File: config.mk
export PLATFORM = sky130hd
export DESIGN_NAME = ls_fifo
export DESIGN_NICKNAME = d
export VERILOG_FILES = /design/src/rtl/ls_fifo.sv
export SDC_FILE = /design/constraint.sdc
export NUM_CORES = 1
export LEC_CHECK = 0
export ABC_AREA = 0
export BUFFER_PORTS_ARGS = -buffer_cell sky130_fd_sc_hd__buf_2
export CAP_MARGIN = 10
export CORE_AREA = 2 2 39 41
export DETAILED_ROUTE_END_ITERATION = 12
export DIE_AREA = 0 0 41 43
export MAX_ROUTING_LAYER = met4
export PLACE_DENSITY_LB_ADDON = 0.05
export SYNTH_ARGS = -nofsm -noshare
export SYNTH_HDL_FRONTEND = slang
export SYNTH_SLANG_ARGS = --single-unit
export TNS_END_PERCENT = 20
File: constraint.sdc
create_clock -name clk -period 1.34 [get_ports clk]
set_input_delay 0.134 -clock clk [delete_from_list [all_inputs] [get_ports clk]]
set_output_delay 0.134 -clock clk [all_outputs]
set_load 0.01 [all_outputs]
File: src/rtl/ls_fifo.sv
// Synchronous queue with a selectable payload type.
// The head entry is shown on data_out while valid is high and leaves on pop.
// Pushing while full or popping while empty is not allowed.

`timescale 1ns/1ps
`default_nettype none

module ls_fifo #(
    parameter type payload_t = logic,
    parameter int  DEPTH     = 2
) (
    input  logic     clk,
    input  logic     rst,
    input  logic     push,
    input  payload_t data_in,
    input  logic     pop,
    output payload_t data_out,
    output logic     valid,
    output logic     full
);

    localparam int ptr_w   = (DEPTH > 1) ? $clog2(DEPTH) : 1;
    localparam int count_w = $clog2(DEPTH + 1);

    payload_t             entries [DEPTH];
    logic [ptr_w-1:0]     rd_ptr;
    logic [ptr_w-1:0]     wr_ptr;
    logic [count_w-1:0]   count;

    function automatic logic [ptr_w-1:0] next_ptr(input logic [ptr_w-1:0] ptr);
        if (ptr == ptr_w'(DEPTH - 1)) begin
            return '0;
        end
        return ptr + 1'b1;
    endfunction

    always_ff @(posedge clk) begin
        if (rst) begin
            rd_ptr <= '0;
            wr_ptr <= '0;
            count  <= '0;
        end else begin
            if (push) begin
                wr_ptr <= next_ptr(wr_ptr);
            end
            if (pop) begin
                rd_ptr <= next_ptr(rd_ptr);
            end
            // Simultaneous push and pop leave the count alone
            if (push && !pop) begin
                count <= count + 1'b1;
            end else if (pop && !push) begin
                count <= count - 1'b1;
            end
        end
    end

    // Payload storage, written at the tail
    always_ff @(posedge clk) begin
        if (push) begin
            entries[wr_ptr] <= data_in;
        end
    end

    assign data_out = entries[rd_ptr];
    assign valid    = (count != '0);
    assign full     = (count == count_w'(DEPTH));

endmodule

`default_nettype wire

==> results.sh <==
export IMPL_drc=0
export IMPL_critPathSlowestCell="dfxtp_1"
export IMPL_grtUsageTotal=0.0814
export IMPL_cts_tree="yes"
export IMPL_rows=14
export IMPL_fin_nets=43
export IMPL_yosysUniqueCellTypes=15
export IMPL_io_buffers=7
export IMPL_worstHoldStart="data_in"
export IMPL_wl_um=486
export IMPL_critical_path_class="register to output port"
export IMPL_antenna_found_initial=0
export IMPL_vias=197
export IMPL_fin_crit_sh=0.863
export IMPL_finClkSkew_ns=0.00309
export IMPL_multi_input_area_um2=118
export IMPL_slowest_delay_ns=0.34
export IMPL_dp_final_hpwl_um=381
export IMPL_place_area_um2=337
export IMPL_synth_top_cells_by_area="dfxtp_1, edfxtp_1, xnor2_1"
export IMPL_leakage_nw=0.164
export IMPL_n_antenna_cell=0
export IMPL_clock_path_buffers=2
export IMPL_cp_end_kind="output port"
export IMPL_yosysWarnings=0
export IMPL_grt_max_degree=6
export IMPL_vdd_ir_drop_max_mv=0.351
export IMPL_critPathMaxFanout=4
export IMPL_wl_per_cell_um=9.35
export IMPL_path_clk_slew_ns=0.05
export IMPL_r2r_start="count[0]$_SDFFE_PP0P_"
export IMPL_ios=8
export IMPL_die_w_um=41
export IMPL_final_area_um2=363
export IMPL_ant_nets=0
export IMPL_critPathBufInv=1
export IMPL_fin_cells=52
export IMPL_first_iter_violations=2
export IMPL_syn_to_final_growth_pct=28.9
export IMPL_postCtsSetupRepairBufs=0
export IMPL_relSlewSlack=0.874
export IMPL_nFillCells=155
export IMPL_dr_pass1_iters=2
export IMPL_path_cells="or2_2 -> buf_2"
export IMPL_synth_common_cells="dfxtp_1, nor2_1, edfxtp_1, xnor2_1, xor2_1"
export IMPL_gp_congestion=0.631
export IMPL_syn_avg_cell_area_um2=11.3
export IMPL_status="complete, no violations"
export IMPL_setup_slack_ns=0.184
export IMPL_hold_path_class="primary input to register"
export IMPL_cpLargestDelayFamily="flip-flops"
export IMPL_final_seq_area_um2=160
export IMPL_synth_edf_count=2
export IMPL_insertion_delay_ns=0.25
export IMPL_numCtsBuffers=3
export IMPL_maxSlewViolCount=0
export IMPL_tns_ns=0
export IMPL_hold_viol_final=0
export IMPL_place_inst=48
export IMPL_worst_slew_pin_slew_ns=0.187
export IMPL_netlist_area_leader_share=0.356
export IMPL_syn_nets=31
export IMPL_cts_resized=0
export IMPL_synth_seq_cells=7
export IMPL_pre_cts_slack_ns=0.153
export IMPL_synth_top_area_cell="dfxtp_1"
export IMPL_powerDensity_nw_per_um2=1460
export IMPL_drv_cap=0
export IMPL_startpoint_type="register"
export IMPL_worstPathArrival_ns=1.02
export IMPL_grt_setup_unrepaired="false"
export IMPL_crit_start="count[0]$_SDFFE_PP0P_"
export IMPL_synth_most_common_cell="dfxtp_1"
export IMPL_grt_pass1_vias=214
export IMPL_async_reset_ff_frac=0
export IMPL_setup_viol=0
export IMPL_cts_root_buf="clkbuf_4"
export IMPL_holdBufCountCts=0
export IMPL_vias_per_cell=3.79
export IMPL_p_total_uw=531
export IMPL_overflow=0
export IMPL_synth_area_um2=282
export IMPL_start_util=0.203
export IMPL_min_period_ns=1.16
export IMPL_core_um2=1380
export IMPL_ys_flop_type="dfxtp_1"
export IMPL_synthCells=25
export IMPL_grt_pass1_wl_um=869
export IMPL_layout_drive_gt1_share=0.361
export IMPL_cp_required_ns=1.21
export IMPL_ctsHtreeMaxLevel=1
export IMPL_numClockSinks=7
export IMPL_fmax_mhz=865
export IMPL_die_h_um=43
export IMPL_yosysSeqAreaShare=0.569
export IMPL_dieArea_um2=1760
## routing by layer
layer / global-route usage / share of wire / wire, µm / vias to the layer above
met5: - / 0 / 0 / -
met4: 0.0800 / 0 / 0 / 0
met3: 0.0314 / 0.058 / 28 / 0
met2: 0.109 / 0.53 / 260 / 3
met1: 0.0841 / 0.40 / 196 / 91
li1: - / - / - / 103
## worst register-to-register path, delay by kind of cell, from the launching register on
| family | cells | cell delay, ns |
|---|---|---|
| DFF | 1 | 0.34 |
| and+or+nand+nor | 1 | 0.30 |
| xor gates and xnor gates | 1 | 0.18 |
| AOI/OAI and AO/OA | 1 | 0.14 |
## final timing paths
check / endpoint / slack, ns / cells after the start
setup / recovery: valid / 0.18 / 2
setup reg to reg: count[1]$_SDFFE_PP0P_ / 0.31 / 3
hold reg to reg: count[1]$_SDFFE_PP0P_ / 0.50 / 2
hold / removal: entries[0]$_DFFE_PP_ / 0.08 / 1
## layout by cell type (no fill, tap or decap), drive strengths merged
cell type,netlist,final
or3,1,1
and2,1,1
nor2b,1,1
o21ai,1,1
and2b,1,1
xor2,2,2
inv,1,1
xnor2,2,2
ha,1,1
edfxtp,2,2
a21oi,1,1
buf,0,7
or2,1,1
clkbuf,0,4
nor2,4,4
dfxtp,5,5
mux2,1,1
## power by group
| part | switching [mW] | internal [mW] |
|---|---|---|
| combinational | 0.0394 | 0.0477 |
| sequential | 0.0146 | 0.241 |
| clock | 0.0752 | 0.113 |
## cell families (layout without fill, tap and decap cells)
kind of cell,Yosys count,count (layout),synth area share
xor gates and xnor gates,4,4,0.124
adders and majority gates,1,1,0.0444
AOI/OAI and AO/OA,2,2,0.0355
muxes,1,1,0.0400
and+or+nand+nor,9,9,0.173
DFF,7,7,0.569
buffers and inverters,1,12,0.0133
## final cells by class
| type | count | area share |
|---|---|---|
| Clock buffer | 4 | 0.0724 |
| Multi-Input combinational cell | 17 | 0.324 |
| Inverter | 1 | 0.0103 |
| Timing Repair Buffer | 7 | 0.0966 |
| Tap cell | 16 | 0.0552 |
| Sequential cell | 7 | 0.441 |
## through the flow
stage               utilization  hold WS (ns)
finish                    0.262        0.0781
global route              0.262        0.0778
CTS                       0.262        0.0689
detailed placement        0.243         0.328
global placement          0.243         0.324
floorplan                     -         0.203
(Power assumes the default switching activity.)
