## src/rtl/ls_consts.svh

```systemverilog
// Sizing constants for the load/store unit.
// Included by every RTL file that needs a width, a memory size or a queue depth.

`ifndef LS_CONSTS_SVH
`define LS_CONSTS_SVH

// Data and address width
`define LS_XLEN 32

// Scratch memory size in 32-bit words, addresses wrap around it
`define LS_RAM_WORDS 256

// Request queue depth
`define LS_INPUT_DEPTH 4

// Loads issued but not yet accepted at writeback
// Also the depth of the attribute and result queues
`define LS_INFLIGHT_MAX 2

`endif
```

## src/rtl/ls_op_pkg.sv

```systemverilog
// Operation types of the load/store unit.
// Holds the function code encoding and the request record that travels
// from the top level ports through the request queue into the issue stage.

`default_nettype none

package ls_op_pkg;

`include "ls_consts.svh"

    // Function codes, stores reuse the LB, LH and LW encodings
    typedef enum logic [2:0] {
        LB  = 3'b000,
        LH  = 3'b001,
        LW  = 3'b010,
        LBU = 3'b100,
        LHU = 3'b101
    } ls_fn3_t;

    // One load or store as accepted from the core
    typedef struct packed {
        logic                load;
        logic                store;
        ls_fn3_t             fn3;
        logic [`LS_XLEN-1:0] base;
        logic signed [11:0]  offset;
        logic [`LS_XLEN-1:0] wdata;
    } ls_request_t;

endpackage

`default_nettype wire

```

## src/rtl/ls_mem_pkg.sv

```systemverilog
// Memory-side types of the load/store unit.
// The access record sent to the scratch memory and the attributes a load
// carries until its data returns.

`default_nettype none

package ls_mem_pkg;

`include "ls_consts.svh"

    import ls_op_pkg::*;

    typedef struct packed {
        logic [`LS_XLEN-3:0] word_addr;
        logic [3:0]          be;
        logic [`LS_XLEN-1:0] wdata;
        logic                write;
    } ls_mem_req_t;

    // What the align stage needs to shape the returned word
    typedef struct packed {
        ls_fn3_t    fn3;
        logic [1:0] byte_offset;
    } ls_load_attr_t;

endpackage

`default_nettype wire

```

## src/rtl/ls_sub_if.sv

```systemverilog
// Connection between the issue stage and a memory sub-unit.
// The issue stage takes the requester side, the memory the unit side.
// An access is taken in any cycle with new_request and ready both high.

`timescale 1ns/1ps
`default_nettype none

`include "ls_consts.svh"

interface ls_sub_if;

    import ls_mem_pkg::*;

    logic                new_request;
    ls_mem_req_t         mem_req;
    logic                ready;
    logic [`LS_XLEN-1:0] rdata;
    logic                data_valid;

    modport requester (
        output new_request,
        output mem_req,
        input  ready,
        input  rdata,
        input  data_valid
    );

    modport unit (
        input  new_request,
        input  mem_req,
        output ready,
        output rdata,
        output data_valid
    );

endinterface

`default_nettype wire

```

## src/rtl/ls_issue.sv

```systemverilog
// Issue stage of the load/store unit.
// Takes the head of the request queue, forms the effective address, checks
// alignment, builds byte enables and replicated store data, and starts the
// memory access. Loads also push their attributes toward the align stage.
// Misaligned requests are dropped with an exception pulse.

`timescale 1ns/1ps
`default_nettype none

`include "ls_consts.svh"

module ls_issue (
    input  logic                      clk,
    input  logic                      rst,
    input  ls_op_pkg::ls_request_t    req,
    input  logic                      req_valid,
    output logic                      req_pop,
    ls_sub_if.requester               mem,
    output logic                      attr_push,
    output ls_mem_pkg::ls_load_attr_t attr,
    input  logic                      wb_accept,
    output logic                      exc_valid,
    output logic [31:0]               exc_addr
);

    import ls_op_pkg::*;
    import ls_mem_pkg::*;

    localparam int inflight_w = $clog2(`LS_INFLIGHT_MAX + 1);

    logic [`LS_XLEN-1:0]  addr;
    logic                 misaligned;
    logic                 access;
    logic                 is_load;
    logic                 load_room;
    logic                 issue;
    logic [3:0]           be;
    logic [`LS_XLEN-1:0]  wdata_rep;
    logic [inflight_w-1:0] inflight;
    ls_mem_req_t          mem_req;

    assign addr = req.base + {{(`LS_XLEN - 12){req.offset[11]}}, req.offset};

    // Halfword needs bit 0 clear, word needs both low bits clear
    always_comb begin
        case (req.fn3[1:0])
            2'b01:   misaligned = addr[0];
            2'b10:   misaligned = |addr[1:0];
            default: misaligned = 1'b0;
        endcase
    end

    // Lane enables only for stores
    always_comb begin
        for (int i = 0; i < 4; i++) begin
            case (req.fn3[1:0])
                2'b00:   be[i] = req.store && (addr[1:0] == 2'(i));
                2'b01:   be[i] = req.store && (addr[1] == 1'(i >> 1));
                2'b10:   be[i] = req.store;
                default: be[i] = 1'b0;
            endcase
        end
    end

    always_comb begin
        case (req.fn3[1:0])
            2'b00:   wdata_rep = {4{req.wdata[7:0]}};
            2'b01:   wdata_rep = {2{req.wdata[15:0]}};
            default: wdata_rep = req.wdata;
        endcase
    end

    assign access    = req.load || req.store;
    assign is_load   = req.load && !req.store;
    assign load_room = (inflight < inflight_w'(`LS_INFLIGHT_MAX));

    // Loads wait for room in flight, stores go straight through
    assign issue = req_valid && access && !misaligned && mem.ready &&
                   (!is_load || load_room);

    assign exc_valid = req_valid && access && misaligned;
    assign exc_addr  = addr;

    // Requests with no operation are simply discarded
    assign req_pop = issue || exc_valid || (req_valid && !access);

    assign mem_req.word_addr = addr[`LS_XLEN-1:2];
    assign mem_req.be        = be;
    assign mem_req.wdata     = wdata_rep;
    assign mem_req.write     = req.store;

    assign mem.new_request = issue;
    assign mem.mem_req     = mem_req;

    assign attr_push        = issue && is_load;
    assign attr.fn3         = req.fn3;
    assign attr.byte_offset = addr[1:0];

    always_ff @(posedge clk) begin
        if (rst) begin
            inflight <= '0;
        end else if (attr_push && !wb_accept) begin
            inflight <= inflight + 1'b1;
        end else if (wb_accept && !attr_push) begin
            inflight <= inflight - 1'b1;
        end
    end

endmodule

`default_nettype wire

```

## src/flat_wrapper.sv

```systemverilog
// flat-port wrapper written by rule: the top's interface ports become plain ports
module ls_issue_flat import ls_op_pkg::*; import ls_mem_pkg::*;
  (clk, rst, req, req_valid, req_pop, attr_push, attr, wb_accept, exc_valid, exc_addr, mem_new_request, mem_mem_req, mem_ready, mem_rdata, mem_data_valid);
  ls_sub_if mem_i ();
  input  logic clk;
  input  logic rst;
  input  ls_op_pkg::ls_request_t req;
  input  logic req_valid;
  output logic req_pop;
  output logic attr_push;
  output ls_mem_pkg::ls_load_attr_t attr;
  input  logic wb_accept;
  output logic exc_valid;
  output logic [31:0] exc_addr;
  output wire logic [$bits(mem_i.new_request)-1:0] mem_new_request;
  output wire logic [$bits(mem_i.mem_req)-1:0] mem_mem_req;
  input wire logic [$bits(mem_i.ready)-1:0] mem_ready;
  input wire logic [$bits(mem_i.rdata)-1:0] mem_rdata;
  input wire logic [$bits(mem_i.data_valid)-1:0] mem_data_valid;
  assign mem_new_request = mem_i.new_request;
  assign mem_mem_req = mem_i.mem_req;
  assign mem_i.ready = mem_ready;
  assign mem_i.rdata = mem_rdata;
  assign mem_i.data_valid = mem_data_valid;
  ls_issue u_core (.clk(clk), .rst(rst), .req(req), .req_valid(req_valid), .req_pop(req_pop), .mem(mem_i), .attr_push(attr_push), .attr(attr), .wb_accept(wb_accept), .exc_valid(exc_valid), .exc_addr(exc_addr));
endmodule
```

## config.mk

```make
export PLATFORM = sky130hd
export DESIGN_NAME = ls_issue_flat
export DESIGN_NICKNAME = d
export VERILOG_FILES = /design/src/rtl/ls_op_pkg.sv /design/src/rtl/ls_mem_pkg.sv /design/src/rtl/ls_sub_if.sv /design/src/rtl/ls_issue.sv /design/src/flat_wrapper.sv
export VERILOG_INCLUDE_DIRS = /design/src /design/src/rtl
export SDC_FILE = /design/constraint.sdc
export NUM_CORES = 1
export LEC_CHECK = 0
export ABC_AREA = 1
export BUFFER_PORTS_ARGS = -buffer_cell sky130_fd_sc_hd__buf_2
export CAP_MARGIN = 20
export CORE_MARGIN = 2
export CORE_UTILIZATION = 40
export CTS_CLUSTER_DIAMETER = 30
export DETAILED_ROUTE_END_ITERATION = 10
export PLACE_DENSITY = 0.78
export SYNTH_ARGS = -nofsm -noshare
export SYNTH_HDL_FRONTEND = slang
export SYNTH_SLANG_ARGS = --single-unit
```

## constraint.sdc

```tcl
create_clock -name clk -period 2.43 [get_ports clk]
set_input_delay 0.3645 -clock clk [delete_from_list [all_inputs] [get_ports clk]]
set_output_delay 0.3645 -clock clk [all_outputs]
set_load 0.03 [all_outputs]
```

==> impl_metrics.py <==
metrics = {
    "job": {
        "drv_cap": 0,
    },
    "pwr": {
        "peakVddDrop_uv": 223,
        "cellPowerDensity_nw_per_um2": 412,
        "p_leak_uw": 0.00315,
    },
    "clock_tree": {
        "cts_root_buf": "clkbuf_8",
        "h-tree-depth": 1,
        "cts_sinks": 2,
        "clockBufferDepth": 2,
        "clk_latency_ns": 0.21,
        "cts_tree": "done",
        "clk_pin_slew_ns": 0.03,
        "hold_buffers": 0,
        "numCtsBuffers": 3,
    },
    "die": {
        "ios": 227,
        "placementRows": 33,
        "dieArea_um2": 9120,
        "die_x_um": 95.5,
        "start_util": 0.410,
        "coreArea_um2": 8180,
        "fp.dieH_um": 95.5,
    },
    "yosys": {
        "synth_seq_cells": 2,
        "syn_nets": 835,
        "synth_cell_types": 27,
        "synth_seq_area_share": 0.0120,
        "synth_area_um2": 3350,
        "postSynthCellCount": 679,
        "ys_warn_count": 0,
        "post_synth.cell_area_avg_um2": 4.93,
    },
    "timing": {
        "finalClockSkew_ns": 0.000107,
        "finalMaxSlewViolations": 0,
        "hold_viol_final": 0,
        "finalCritPeriodShare": 0.967,
        "setup_slack_ns": 0.0809,
        "fmax_mhz": 426,
        "setup_viol": 0,
        "max_slew.worst_pin.slew_ns": 0.280,
        "relSlewSlack": 0.811,
        "period_minus_slack_ns": 2.35,
    },
    "status": {
        "status": "finished clean",
    },
    "cells_and_area": {
        "layout-drive-gt1-share": 0.342,
        "largestRegisters": "u_core.inflight: 2 flops",
        "fin_util": 0.586,
        "regArea_um2": 40.0,
        "area_growth_pct": 43.1,
        "fill_cells": 825,
        "regMostFlops": "u_core.inflight",
        "multi_input_area_um2": 2670,
        "layout.nets": 1020,
        "largest_reg_flops": 2,
    },
    "detailed_routing": {
        "wirelength_um": 10800,
        "route.detailed.drc": 0,
        "avgRoutedWirePerCell_um": 11.2,
        "drt_iter0_drc": 172,
        "drt_first_pass_iters": 5,
        "ant_nets": 0,
        "vias": 4411,
        "vias_per_cell": 4.56,
    },
    "critical_path": {
        "path_common_cell": "nand2_1",
        "critPathSlowestCell": "fa_2",
        "required_ns": 2.07,
        "crit_buf_inv": 4,
        "crit_path_start": "req[32]",
        "start_kind": "input pin",
        "r2r_slack_ns": 0.90,
        "endpoint": "exc_addr[16]",
        "cp.depth": 13,
        "crit_chain": "buf_2, ha_1, inv_1, fa_2, inv_2, nand3_1, nand3_2, nand2_1, a21oi_1, nor2_1, nand2_1, nand2_1, buf_4",
        "crit_fanout": 3,
        "reg2reg_from": "u_core.inflight[1]$_SDFFE_PP0P_",
        "cp-end-kind": "output pin",
        "cp_top_family": "adder cells",
        "ff2ff_path_depth": 10,
        "reg2reg_to": "u_core.inflight[1]$_SDFFE_PP0P_",
        "worstPathArrival_ns": 1.98,
        "crit_type": "input pin to output pin",
        "max_stage_delay_ns": 0.34,
    },
    "grt": {
        "grt_pass1_vias": 3720,
        "grt_overflow": 0,
        "grtUsageTotal": 0.218,
        "grt_pass1_wl_um": 16000,
        "grt_max_degree": 16,
        "antenna_found_initial": 1,
    },
    "placement": {
        "io_buffer_count": 191,
        "gp_congestion": 0.900,
        "pre_cts_ws_ns": -0.0790,
        "dp_hpwl_um": 9380,
    },
    "min_path": {
        "hold_path_class": "input pin to register",
    },
}
worst min path at each step:
stage | startpoint | end | slack [ns] | depth (start not counted)
after floorplan | u_core.inflight[0]$_SDFFE_PP0P_ | u_core.inflight[0]$_SDFFE_PP0P_ | 0.47 | 2
after global placement | u_core.inflight[0]$_SDFFE_PP0P_ | u_core.inflight[0]$_SDFFE_PP0P_ | 0.48 | 2
after detailed placement | u_core.inflight[1]$_SDFFE_PP0P_ | u_core.inflight[1]$_SDFFE_PP0P_ | 0.50 | 2
after CTS | rst | u_core.inflight[1]$_SDFFE_PP0P_ | 0.42 | 3
after global routing | rst | u_core.inflight[1]$_SDFFE_PP0P_ | 0.45 | 3
final | rst | u_core.inflight[1]$_SDFFE_PP0P_ | 0.42 | 3
metrics by stage:
step | power [µW] | TNS (ns) | std cells | area, µm² | hold slack (ns)
after floorplan | 1330 | -0.172 | 679 | 3390 | 0.467
after global placement | 1690 | -0.665 | 962 | 4390 | 0.481
after detailed placement | 1700 | -0.877 | 962 | 4390 | 0.500
after CTS | 1850 | 0 | 965 | 4450 | 0.423
after global routing | 2130 | -0.147 | 968 | 4790 | 0.454
final | 1970 | 0 | 968 | 4790 | 0.423
repair_timing:
item	in CTS	in global routing
setup endpoints to repair	24	39
resized for setup	5	100
endpoints found under the hold margin	0	0
setup buffers	0	2
pin swaps	0	8
cell type report:
class / instances / area share
diodes: 1 / 0.000522
multi-input cells: 476 / 0.557
clock buffers: 3 / 0.00862
well taps: 105 / 0.0274
repair buffers: 227 / 0.277
flip-flops and latches: 2 / 0.00836
inverters: 154 / 0.121
report_power, final:
group,switching [µW],leakage [µW],internal (µW)
Combinational,1190,0.00311,614
Clock,27.5,0.0000216,105
Sequential,1.28,0.0000167,36.6
worst register-to-register path: stages (launching register included):
cell and delay [ns]:
dfxtp_1 0.30, nand3_1 0.09, nand2_1 0.05, nor2_1 0.15, nand2_2 0.09, nor2_4 0.12
ha_4 0.21, a21oi_1 0.10, o21ai_1 0.09, a21oi_1 0.15, o21a_1 0.12
placed cells by master, fill, tap and decap left out, types with 3 or more instances in the layout:
cell,n
buf_4,45
xor2_2,5
clkbuf_4,7
inv_1,151
nor2_2,11
buf_6,10
xor2_1,7
a21oi_2,8
nand3_2,4
nand3_1,25
xnor2_1,3
a21oi_1,18
buf_2,165
nand2_1,251
ha_4,9
o22ai_1,7
nor2_1,39
o21ai_0,18
nor3_1,4
nand2_2,19
nand4_1,5
o21bai_1,3
ha_1,25
clkbuf_8,3
logic make-up after synthesis:
logic type               count (synthesis)  share of synthesized area
flip-flops                               2                     0.0120
buffers and inverters                  201                      0.275
XOR/XNOR                                15                     0.0392
adder cells (fa/ha/maj)                 37                      0.141
AND/OR/NAND/NOR                        361                      0.428
AO/OA/AOI/OAI                           63                      0.105
layer usage:
metal  wire length (µm)  share of wire  up-vias  GRT usage
met5                  0              0        -          0
met4                121          0.011        0     0.0440
met3                574          0.053       10    0.00553
met2               5630           0.52      147      0.444
met1               4510           0.42     1887      0.249
li1                   -              -     2367          -
cells in the mapped netlist, drive strengths merged:
cell type	instances	share of area
nand4	5	0.0093
clkbuf	3	0.0034
nand3	29	0.045
o21ai	20	0.030
xor2	12	0.031
a21oi	26	0.039
nand2	270	0.31
fa	1	0.0060
a41oi	2	0.0052
buf	44	0.099
ha	36	0.13
inv	153	0.17
a31oi	1	0.0019
o22ai	8	0.015
dfxtp	2	0.012
xnor2	3	0.0078
nor3	4	0.0060
nor2	52	0.059
a21o	1	0.0022
or2	1	0.0019
o21a	1	0.0022
clkinv	1	0.0011
o21bai	4	0.010
Note: power is estimated with default switching activity, not from simulation.
