$ cat src/rtl/ls_consts.svh
// Sizing constants for the load/store unit.
// Included by every RTL file that needs a width, a memory size or a queue depth.

`ifndef LS_CONSTS_SVH
`define LS_CONSTS_SVH

// Data and address width
`define LS_XLEN 32

// Scratch memory size in 32-bit words, addresses wrap around it
`define LS_RAM_WORDS 256

// Request queue depth
`define LS_INPUT_DEPTH 4

// Loads issued but not yet accepted at writeback
// Also the depth of the attribute and result queues
`define LS_INFLIGHT_MAX 2

`endif
$ cat src/rtl/ls_op_pkg.sv
// Operation types of the load/store unit.
// Holds the function code encoding and the request record that travels
// from the top level ports through the request queue into the issue stage.

`default_nettype none

package ls_op_pkg;

`include "ls_consts.svh"

    // Function codes, stores reuse the LB, LH and LW encodings
    typedef enum logic [2:0] {
        LB  = 3'b000,
        LH  = 3'b001,
        LW  = 3'b010,
        LBU = 3'b100,
        LHU = 3'b101
    } ls_fn3_t;

    // One load or store as accepted from the core
    typedef struct packed {
        logic                load;
        logic                store;
        ls_fn3_t             fn3;
        logic [`LS_XLEN-1:0] base;
        logic signed [11:0]  offset;
        logic [`LS_XLEN-1:0] wdata;
    } ls_request_t;

endpackage

`default_nettype wire

$ cat src/rtl/ls_mem_pkg.sv
// Memory-side types of the load/store unit.
// The access record sent to the scratch memory and the attributes a load
// carries until its data returns.

`default_nettype none

package ls_mem_pkg;

`include "ls_consts.svh"

    import ls_op_pkg::*;

    typedef struct packed {
        logic [`LS_XLEN-3:0] word_addr;
        logic [3:0]          be;
        logic [`LS_XLEN-1:0] wdata;
        logic                write;
    } ls_mem_req_t;

    // What the align stage needs to shape the returned word
    typedef struct packed {
        ls_fn3_t    fn3;
        logic [1:0] byte_offset;
    } ls_load_attr_t;

endpackage

`default_nettype wire

$ cat src/rtl/ls_load_align.sv
// Load alignment and writeback stage.
// Keeps the attributes of loads in flight, and when memory data returns
// picks the addressed byte or halfword, extends it and queues the result.
// The result queue drives the valid/accept writeback handshake.

`timescale 1ns/1ps
`default_nettype none

`include "ls_consts.svh"

module ls_load_align (
    input  logic                      clk,
    input  logic                      rst,
    input  logic                      attr_push,
    input  ls_mem_pkg::ls_load_attr_t attr,
    input  logic [31:0]               rdata,
    input  logic                      data_valid,
    output logic                      wb_valid,
    output logic [31:0]               wb_data,
    input  logic                      wb_accept
);

    import ls_op_pkg::*;
    import ls_mem_pkg::*;

    ls_load_attr_t       attr_head;
    logic [7:0]          byte_sel;
    logic [15:0]         half_sel;
    logic [`LS_XLEN-1:0] result;

    // Attributes of issued loads, oldest at the head
    ls_fifo #(
        .payload_t (ls_load_attr_t),
        .DEPTH     (`LS_INFLIGHT_MAX)
    ) attr_fifo (
        .clk      (clk),
        .rst      (rst),
        .push     (attr_push),
        .data_in  (attr),
        .pop      (data_valid),
        .data_out (attr_head),
        .valid    (),
        .full     ()
    );

    assign byte_sel = rdata[attr_head.byte_offset*8 +: 8];
    assign half_sel = attr_head.byte_offset[1] ? rdata[31:16] : rdata[15:0];

    always_comb begin
        case (attr_head.fn3)
            LB:      result = {{24{byte_sel[7]}}, byte_sel};
            LH:      result = {{16{half_sel[15]}}, half_sel};
            LBU:     result = {24'b0, byte_sel};
            LHU:     result = {16'b0, half_sel};
            default: result = rdata;
        endcase
    end

    ls_fifo #(
        .payload_t (logic [`LS_XLEN-1:0]),
        .DEPTH     (`LS_INFLIGHT_MAX)
    ) result_fifo (
        .clk      (clk),
        .rst      (rst),
        .push     (data_valid),
        .data_in  (result),
        .pop      (wb_valid && wb_accept),
        .data_out (wb_data),
        .valid    (wb_valid),
        .full     ()
    );

endmodule

`default_nettype wire

$ cat src/rtl/ls_fifo.sv
// Synchronous queue with a selectable payload type.
// The head entry is shown on data_out while valid is high and leaves on pop.
// Pushing while full or popping while empty is not allowed.

`timescale 1ns/1ps
`default_nettype none

module ls_fifo #(
    parameter type payload_t = logic,
    parameter int  DEPTH     = 2
) (
    input  logic     clk,
    input  logic     rst,
    input  logic     push,
    input  payload_t data_in,
    input  logic     pop,
    output payload_t data_out,
    output logic     valid,
    output logic     full
);

    localparam int ptr_w   = (DEPTH > 1) ? $clog2(DEPTH) : 1;
    localparam int count_w = $clog2(DEPTH + 1);

    payload_t             entries [DEPTH];
    logic [ptr_w-1:0]     rd_ptr;
    logic [ptr_w-1:0]     wr_ptr;
    logic [count_w-1:0]   count;

    function automatic logic [ptr_w-1:0] next_ptr(input logic [ptr_w-1:0] ptr);
        if (ptr == ptr_w'(DEPTH - 1)) begin
            return '0;
        end
        return ptr + 1'b1;
    endfunction

    always_ff @(posedge clk) begin
        if (rst) begin
            rd_ptr <= '0;
            wr_ptr <= '0;
            count  <= '0;
        end else begin
            if (push) begin
                wr_ptr <= next_ptr(wr_ptr);
            end
            if (pop) begin
                rd_ptr <= next_ptr(rd_ptr);
            end
            // Simultaneous push and pop leave the count alone
            if (push && !pop) begin
                count <= count + 1'b1;
            end else if (pop && !push) begin
                count <= count - 1'b1;
            end
        end
    end

    // Payload storage, written at the tail
    always_ff @(posedge clk) begin
        if (push) begin
            entries[wr_ptr] <= data_in;
        end
    end

    assign data_out = entries[rd_ptr];
    assign valid    = (count != '0);
    assign full     = (count == count_w'(DEPTH));

endmodule

`default_nettype wire

$ cat config.mk
export PLATFORM = sky130hd
export DESIGN_NAME = ls_load_align
export DESIGN_NICKNAME = d
export VERILOG_FILES = /design/src/rtl/ls_op_pkg.sv /design/src/rtl/ls_mem_pkg.sv /design/src/rtl/ls_load_align.sv /design/src/rtl/ls_fifo.sv
export VERILOG_INCLUDE_DIRS = /design/src /design/src/rtl
export SDC_FILE = /design/constraint.sdc
export NUM_CORES = 1
export LEC_CHECK = 0
export ABC_AREA = 1
export ABC_CLOCK_PERIOD_IN_PS = 2300
export BUFFER_PORTS_ARGS = -buffer_cell sky130_fd_sc_hd__buf_2
export CORE_ASPECT_RATIO = 1.1
export CORE_MARGIN = 3
export CORE_UTILIZATION = 36
export DETAILED_ROUTE_END_ITERATION = 10
export HOLD_SLACK_MARGIN = 0.1
export PLACE_DENSITY = 0.66
export SYNTH_ARGS = -nofsm -noshare
export SYNTH_HDL_FRONTEND = slang
export SYNTH_SLANG_ARGS = --single-unit
$ cat constraint.sdc
create_clock -name clk -period 2.3 [get_ports clk]
set_input_delay 0.115 -clock clk [delete_from_list [all_inputs] [get_ports clk]]
set_output_delay 0.115 -clock clk [all_outputs]
set_load 0.05 [all_outputs]
==> results of run 1 <==
-- layer usage --
metal  global-route usage  vias up
met3              0.03538       17
met1               0.1730     1304
met5                    0        -
li1                     -     1397
met4              0.06138        0
met2               0.2552       77
-- critical path, delay by kind of cell, from the launching register on --
kind | cells | cell delay (ns)
AND/OR/NAND/NOR | 5 | 1.01
flip-flops | 1 | 0.59
AO/OA/AOI/OAI | 1 | 0.30
-- power by group through the flow --
stage	clock network, mW	logic, mW	registers [mW]
floorplan	0	0.900	1.86
global placement	0	1.13	1.87
detailed placement	0	1.14	1.87
CTS	1.61	1.15	1.84
global route	1.68	1.23	1.85
finish	1.58	1.14	1.84
-- stage by stage --
| stage | util | std cells | power, mW | setup WS (ns) | hold slack [ns] |
|---|---|---|---|---|---|
| after floorplan | - | 357 | 2.759 | 0.2016 | 0.2139 |
| after global placement | 0.4221 | 565 | 2.994 | 0.3296 | 0.3035 |
| after detailed placement | 0.4221 | 565 | 3.010 | 0.2224 | 0.3119 |
| after CTS | 0.4610 | 589 | 4.602 | 0.2157 | 0.1184 |
| after global routing | 0.4610 | 589 | 4.766 | 0.06510 | 0.1242 |
| final | 0.4610 | 589 | 4.558 | 0.2157 | 0.1192 |
-- cell type report --
type                    instances  area (um2)
clock buffers                   9       225.2
clock inverters                 7       107.6
fillers                      1044        5734
inverters                      42       157.7
multi-input cells             220        1371
flip-flops and latches         82        2382
well taps                     143       178.9
repair buffers                 86       480.5
-- layout by cell type (no fill, tap or decap), types with 5 or more instances in the layout --
cell type | synthesis | routed
nand3_1 | 43 | 43
o21ai_0 | 8 | 8
mux2_2 | 28 | 28
inv_1 | 40 | 40
nand2_1 | 70 | 70
nand2_4 | 5 | 5
edfxtp_1 | 74 | 74
dfxtp_1 | 8 | 8
nor2_1 | 17 | 16
a21oi_1 | 9 | 9
nand3_2 | 8 | 8
buf_2 | 6 | 74
nand2_2 | 6 | 6
dlygate4sd3_1 | 0 | 8
clkbuf_16 | 0 | 9
-- flip-flops by register name, summed over array words and instances, names as in the netlist, named ones only --
| register | flops |
|---|---|
| attr_fifo.entries | 10 |
| attr_fifo.rd_ptr | 1 |
| attr_fifo.wr_ptr | 1 |
| result_fifo.count | 2 |
| result_fifo.entries | 64 |
| result_fifo.rd_ptr | 1 |
| result_fifo.wr_ptr | 1 |
-- worst max-delay path by stage --
stage | cells past startpoint | slack (ns) | endpoint
after floorplan | 1 | 0.20 | result_fifo.entries[0][0]
after global placement | 6 | 0.33 | result_fifo.entries[0][8]
after detailed placement | 6 | 0.22 | result_fifo.entries[0][10]
after CTS | 6 | 0.22 | result_fifo.entries[1][10]
after global routing | 6 | 0.07 | result_fifo.entries[1][12]
final | 6 | 0.22 | result_fifo.entries[1][12]
-- what timing repair did --
| action | 4_1_cts | 5_1_grt |
|---|---|---|
| buffers inserted | 0 | 0 |
| gates resized for setup | 0 | 0 |
| hold endpoints to repair | 16 | 0 |
| hold buffers | 8 | 0 |
-- cell families (layout without fill, tap and decap cells) --
logic type      Yosys count  after routing  share of synthesized area
compound gates           30             30                    0.05252
flops                    82             82                     0.5952
fa+ha+maj                 1              1                   0.003125
xor+xnor                  1              1                   0.002189
mux                      32             32                    0.09003
simple gates            156            156                     0.1941
buf+inv                  55            144                    0.06283
==> summary.md, run 1 <==
| Metric | Value |
|---|---|
| Max IR drop VDD | `0.3610 mV` |
| Total clock sinks | `82` |
| Reg-to-Reg End | `result_fifo.entries[1][12]` |
| Core ar. | `10640 um2` |
| Antenna Cells | `0` |
| Post-route DRC | `0` |
| Final instance area | `4903 um2` |
| Initial antenna violation count | `0` |
| CP Cell Sequence | `nand2_2, nand2_4, nand2_1, nand3_1, nand3_4, a21oi_1` |
| Status | `completed` |
| CP max stage cell | `dfxtp_1` |
| Clock power share | `0.346` |
| Worst Skew | `0.004007 ns` |
| Clk_lat worst skew | `0.33 ns` |
| Crit path largest cell delay | `0.59 ns` |
| Post-route antenna net violation count | `0` |
| Initial Util | `0.3763` |
| Synth cell types | `33` |
| Count leader, synth | `edfxtp_1` |
| Io pins | `75` |
| Chip Height | `116.6 um` |
| CTS root buf | `clkbuf_16` |
| First-pass GRT wire length | `13.87 mm` |
| CTS clk-pin slew, worst paths | `0.06 ns` |
| Overall global routing resource usage | `0.1458` |
| Crit Path Max Fanout | `24` |
| Final WL | `8.732 mm` |
| Dpl hpwl | `6.264 mm` |
| Sequential share of the synthesized area | `0.5952` |
| Via density | `4.745` |
| Commonest cells in the netlist | `74 x edfxtp_1, 70 x nand2_1, 43 x nand3_1, 40 x inv_1, 28 x mux2_2` |
| Cells on Worst Hold Path | `4` |
| Area Overhead vs Synth | `22.51%` |
| Post-synth EDFFs | `74` |
| Gate power share | `0.250` |
| Wire length on met2 | `4.431 mm` |
| CP startpoint kind | `flip-flop` |
| DRT met1 WL | `3.640 mm` |
| I/O Buffers | `74` |
| YS warnings | `0` |
| Post-synth top area share | `0.5552` |
| Rows | `39` |
| Net switching power | `1.370 mW` |
| Die area | `12420 um2` |
| RSZ-0062 raised after global routing | `no` |
| Hold path start | `wb_accept` |
| Nets | `484` |
| Syn Inst Count | `357` |
| CTS tree | `yes` |
| Ranking of synthesized cells by area | `edfxtp_1 56%, mux2_2 7.9%, nand2_1 6.6%` |
| Largest net degree at the start of global routing | `33` |
| Synth Area per Inst | `11.21 um2` |
| Tcrit/Tclk final | `0.9062` |
| Setup_tns | `0 ns` |
| Synth area leader | `edfxtp_1` |
| CTS buffer count | `9` |
| Max Cap Viol | `0` |
| Vias | `2795` |
| Ys flop type | `edfxtp_1` |
| Net Sw Frac | `0.3005` |
| Hold WC Path Type | `in -> reg` |
| H-tree depth | `3` |
| DR WL/cell | `14.83 um` |
| Slew Limit Fails | `0` |
| Gpl congestion | `0.8671` |
| Leak | `2.150 nW` |
| Final hold vios | `0` |
| Worst slew pin tran | `0.5795 ns` |
| Synth async-reset ratio | `0` |
| Register bit total from synthesis | `82` |
| CP Class | `reg -> reg` |
| DR pass1 iterations | `4` |
| Power per Cell Area | `929.6 nW/um2` |
| DR iter-0 viols | `129` |
| Tmin final | `2.084 ns` |
| Reg-to-reg slack, setup | `0.22 ns` |
| Met3 WL post-DR | `471 um` |
| Setup-failing EPs final | `0` |
| DR top layer | `met4` |
| Sequential power share | `0.404` |
| Post-Syn Nets | `400` |
| Syn Std Cell Area | `4003 um2` |
| Area after DPL | `4491 um2` |
| Die W | `106.5 um` |
| Max clock buf depth | `2` |
| Worst EP arrival | `2.25 ns` |
| Reg2Reg Depth | `6` |
| Vias in the first global route | `2787` |
| Ratio of cells with drive above 1 in the final layout | `0.3430` |
| WP data required | `2.46 ns` |
| Max Freq | `0.4798 GHz` |
| Cell Int Power | `3.189 mW` |
| Max_slew headroom | `0.6111` |
| Remaining Overflow, GRT | `0` |
| WHS Endpoint | `result_fifo.rd_ptr` |
| Crit end category | `flip-flop` |
(Power assumes the default switching activity.)
==> run 2, diff against run 1 <==
Settings changed: ABC_AREA 1 to default.
==> run 2 against run 1 <==
  * Die area down 9.0%
  * Area after synthesis down 9.5%
  * Clock skew up 0.0050 ns
==> summary.md, run 2 <==
| Metric | Value |
|---|---|
| Crit end category | `flip-flop` |
| WP data required | `2.38 ns` |
| Tcrit/Tclk final | `0.8535` |
| Synth async-reset ratio | `0` |
| Nets | `386` |
| Initial antenna violation count | `0` |
| Post-Syn Nets | `294` |
| Vias in the first global route | `2453` |
| Die W | `101.6 um` |
| Overall global routing resource usage | `0.1443` |
| Setup-failing EPs final | `0` |
| Dpl hpwl | `5.635 mm` |
| Total clock sinks | `82` |
| Cell Int Power | `2.855 mW` |
| Syn Inst Count | `251` |
| Setup crit end | `result_fifo.entries[0][13]` |
| Cells on Worst Hold Path | `3` |
| Tmin final | `1.963 ns` |
| Most frequent cells in the layout | `74 x edfxtp_1, 74 x buf_2, 42 x mux2_2` |
| CTS buffer count | `9` |
| Via density | `5.157` |
| First-pass GRT wire length | `12.45 mm` |
| Hold_buf cts | `8` |
| Worst slew pin tran | `0.4531 ns` |
| Sequential power share | `0.407` |
| Post-synth top area share | `0.6135` |
| CTS clk-pin slew, worst paths | `0.08 ns` |
| Final WL | `7.861 mm` |
| CP startpoint kind | `flip-flop` |
| Largest register by flop count | `result_fifo.entries` |
| Net switching power | `1.720 mW` |
| Fillers | `871` |
| Synth cell types | `33` |
| Post-synth EDFFs | `74` |
| Post-CTS sizing | `0` |
| Remaining Overflow, GRT | `0` |
| Synth area leader | `edfxtp_1` |
| Max reg flops | `64` |
| DR WL/cell | `16.91 um` |
| Clk_lat worst skew | `0.35 ns` |
| CTS root buf | `clkbuf_8` |
| YS warnings | `0` |
| Post-route DRC | `0` |
| Worst EP arrival | `2.04 ns` |
| Reg-to-reg slack, setup | `0.34 ns` |
| CP Class | `reg -> reg` |
| Slew Limit Fails | `0` |
| Crit Path Max Fanout | `8` |
| Hold WC Path Type | `in -> reg` |
| Ys flop type | `edfxtp_1` |
| CTS tree | `yes` |
| Max Cap Viol | `0` |
| H-tree depth | `3` |
| Chip Height | `111.2 um` |
| Max_slew headroom | `0.6979` |
| Count leader, synth | `edfxtp_1` |
| Ratio of cells with drive above 1 in the final layout | `0.4282` |
| Syn Std Cell Area | `3622 um2` |
| Largest net degree at the start of global routing | `33` |
| Io pins | `75` |
| Rows | `37` |
| Final hold vios | `0` |
| Post-route antenna net violation count | `0` |
| Max clock buf depth | `2` |
| Reg-to-Reg End | `result_fifo.entries[0][13]` |
| Total power | `4.575 mW` |
| DR pass1 iterations | `4` |
| Sequential share of the synthesized area | `0.6577` |
| Synth Area per Inst | `14.43 um2` |
| DR iter-0 viols | `129` |
| Antenna Cells | `0` |
| Setup bufs post-CTS | `0` |
| Max Freq | `0.5094 GHz` |
| Net Sw Frac | `0.3760` |
| RSZ-0062 raised after global routing | `no` |
| Initial Util | `0.3780` |
| Top flop regs | `result_fifo.entries (64), attr_fifo.entries (10), result_fifo.count (2)` |
| Clock power share | `0.221` |
| Gpl congestion | `0.8295` |
| Worst slack, placed | `0.3191 ns` |
| Reg2Reg Depth | `4` |
| Setup_tns | `0 ns` |
| Core ar. | `9583 um2` |
| Power per Cell Area | `1030 nW/um2` |
| I/O Buffers | `74` |
| Leak | `1.673 nW` |
| Max IR drop VDD | `0.6169 mV` |
| Vias | `2398` |
| Gate power share | `0.371` |
| Area Overhead vs Synth | `22.66%` |
| Status | `completed` |
| Commonest cells in the netlist | `74 x edfxtp_1, 42 x mux2_2, 19 x nand2_1, 17 x o21ai_0` |
| Ranking of synthesized cells by area | `edfxtp_1 61%, mux2_2 13%, dfxtp_1 4.4%` |
| Register bit total from synthesis | `82` |
| Die area | `11300 um2` |
| Worst Skew | `0.008993 ns` |
| Setup ws final | `0.3369 ns` |
-- run 2: worst max-delay path: stages (launching register included) --
cell and delay (ns):
dfxtp_1 0.51, mux2i_4 0.34, mux4_2 0.57, nand3b_4 0.15
a21oi_1 0.12
-- run 2: area by class of cell --
type | count | area (um2) | share of cell area
clock buffers | 10 | 127.6 | 0.02872
multi-input cells | 157 | 1187 | 0.2672
flip-flops and latches | 82 | 2382 | 0.5362
repair buffers | 93 | 533.0 | 0.1200
well taps | 117 | 146.4 | 0.03295
clock inverters | 6 | 66.31 | 0.01493
-- run 2: stage by stage --
stage | hold slack [ns] | cell area [um2] | util | instances
after floorplan | 0.2139 | 3622 | - | 251
after global placement | 0.3038 | 4169 | 0.4350 | 441
after detailed placement | 0.3108 | 4169 | 0.4350 | 441
after CTS | 0.1036 | 4443 | 0.4636 | 465
after global routing | 0.1244 | 4443 | 0.4636 | 465
final | 0.1194 | 4443 | 0.4636 | 465
-- run 2: kinds of logic after synthesis --
group / synth area share
AND/OR/NAND/NOR: 0.06149
adder cells (fa/ha/maj): 0.003454
XOR/XNOR: 0.01451
buffers and inverters: 0.01520
flip-flops: 0.6577
multiplexers: 0.1582
AO/OA/AOI/OAI: 0.08946
-- run 2: worst min path at each step --
stage | from | endpoint | slack [ns]
after global placement | attr[0] | attr_fifo.entries[0][0] | 0.30
after CTS | data_valid | attr_fifo.rd_ptr | 0.10
after global routing | rdata[24] | result_fifo.entries[1][24] | 0.12
after floorplan | attr[0] | attr_fifo.entries[0][0] | 0.21
after detailed placement | attr[0] | attr_fifo.entries[1][0] | 0.31
final | data_valid | attr_fifo.rd_ptr | 0.12
-- run 2: per-layer routing --
layer,routed length (um),vias to the layer above,global-route usage
met3,560,11,0.04216
met5,0,-,0
met4,98,0,0.04078
li1,-,1137,-
met1,3337,1168,0.1925
met2,3865,82,0.2277
-- run 2: power groups by stage --
stage	Clock [mW]	Sequential (mW)	Combinational (mW)
after global placement	0	1.89	1.69
after detailed placement	0	1.90	1.70
after floorplan	0	1.88	1.34
after CTS	1.03	1.87	1.72
after global routing	1.09	1.88	1.81
final	1.01	1.86	1.70
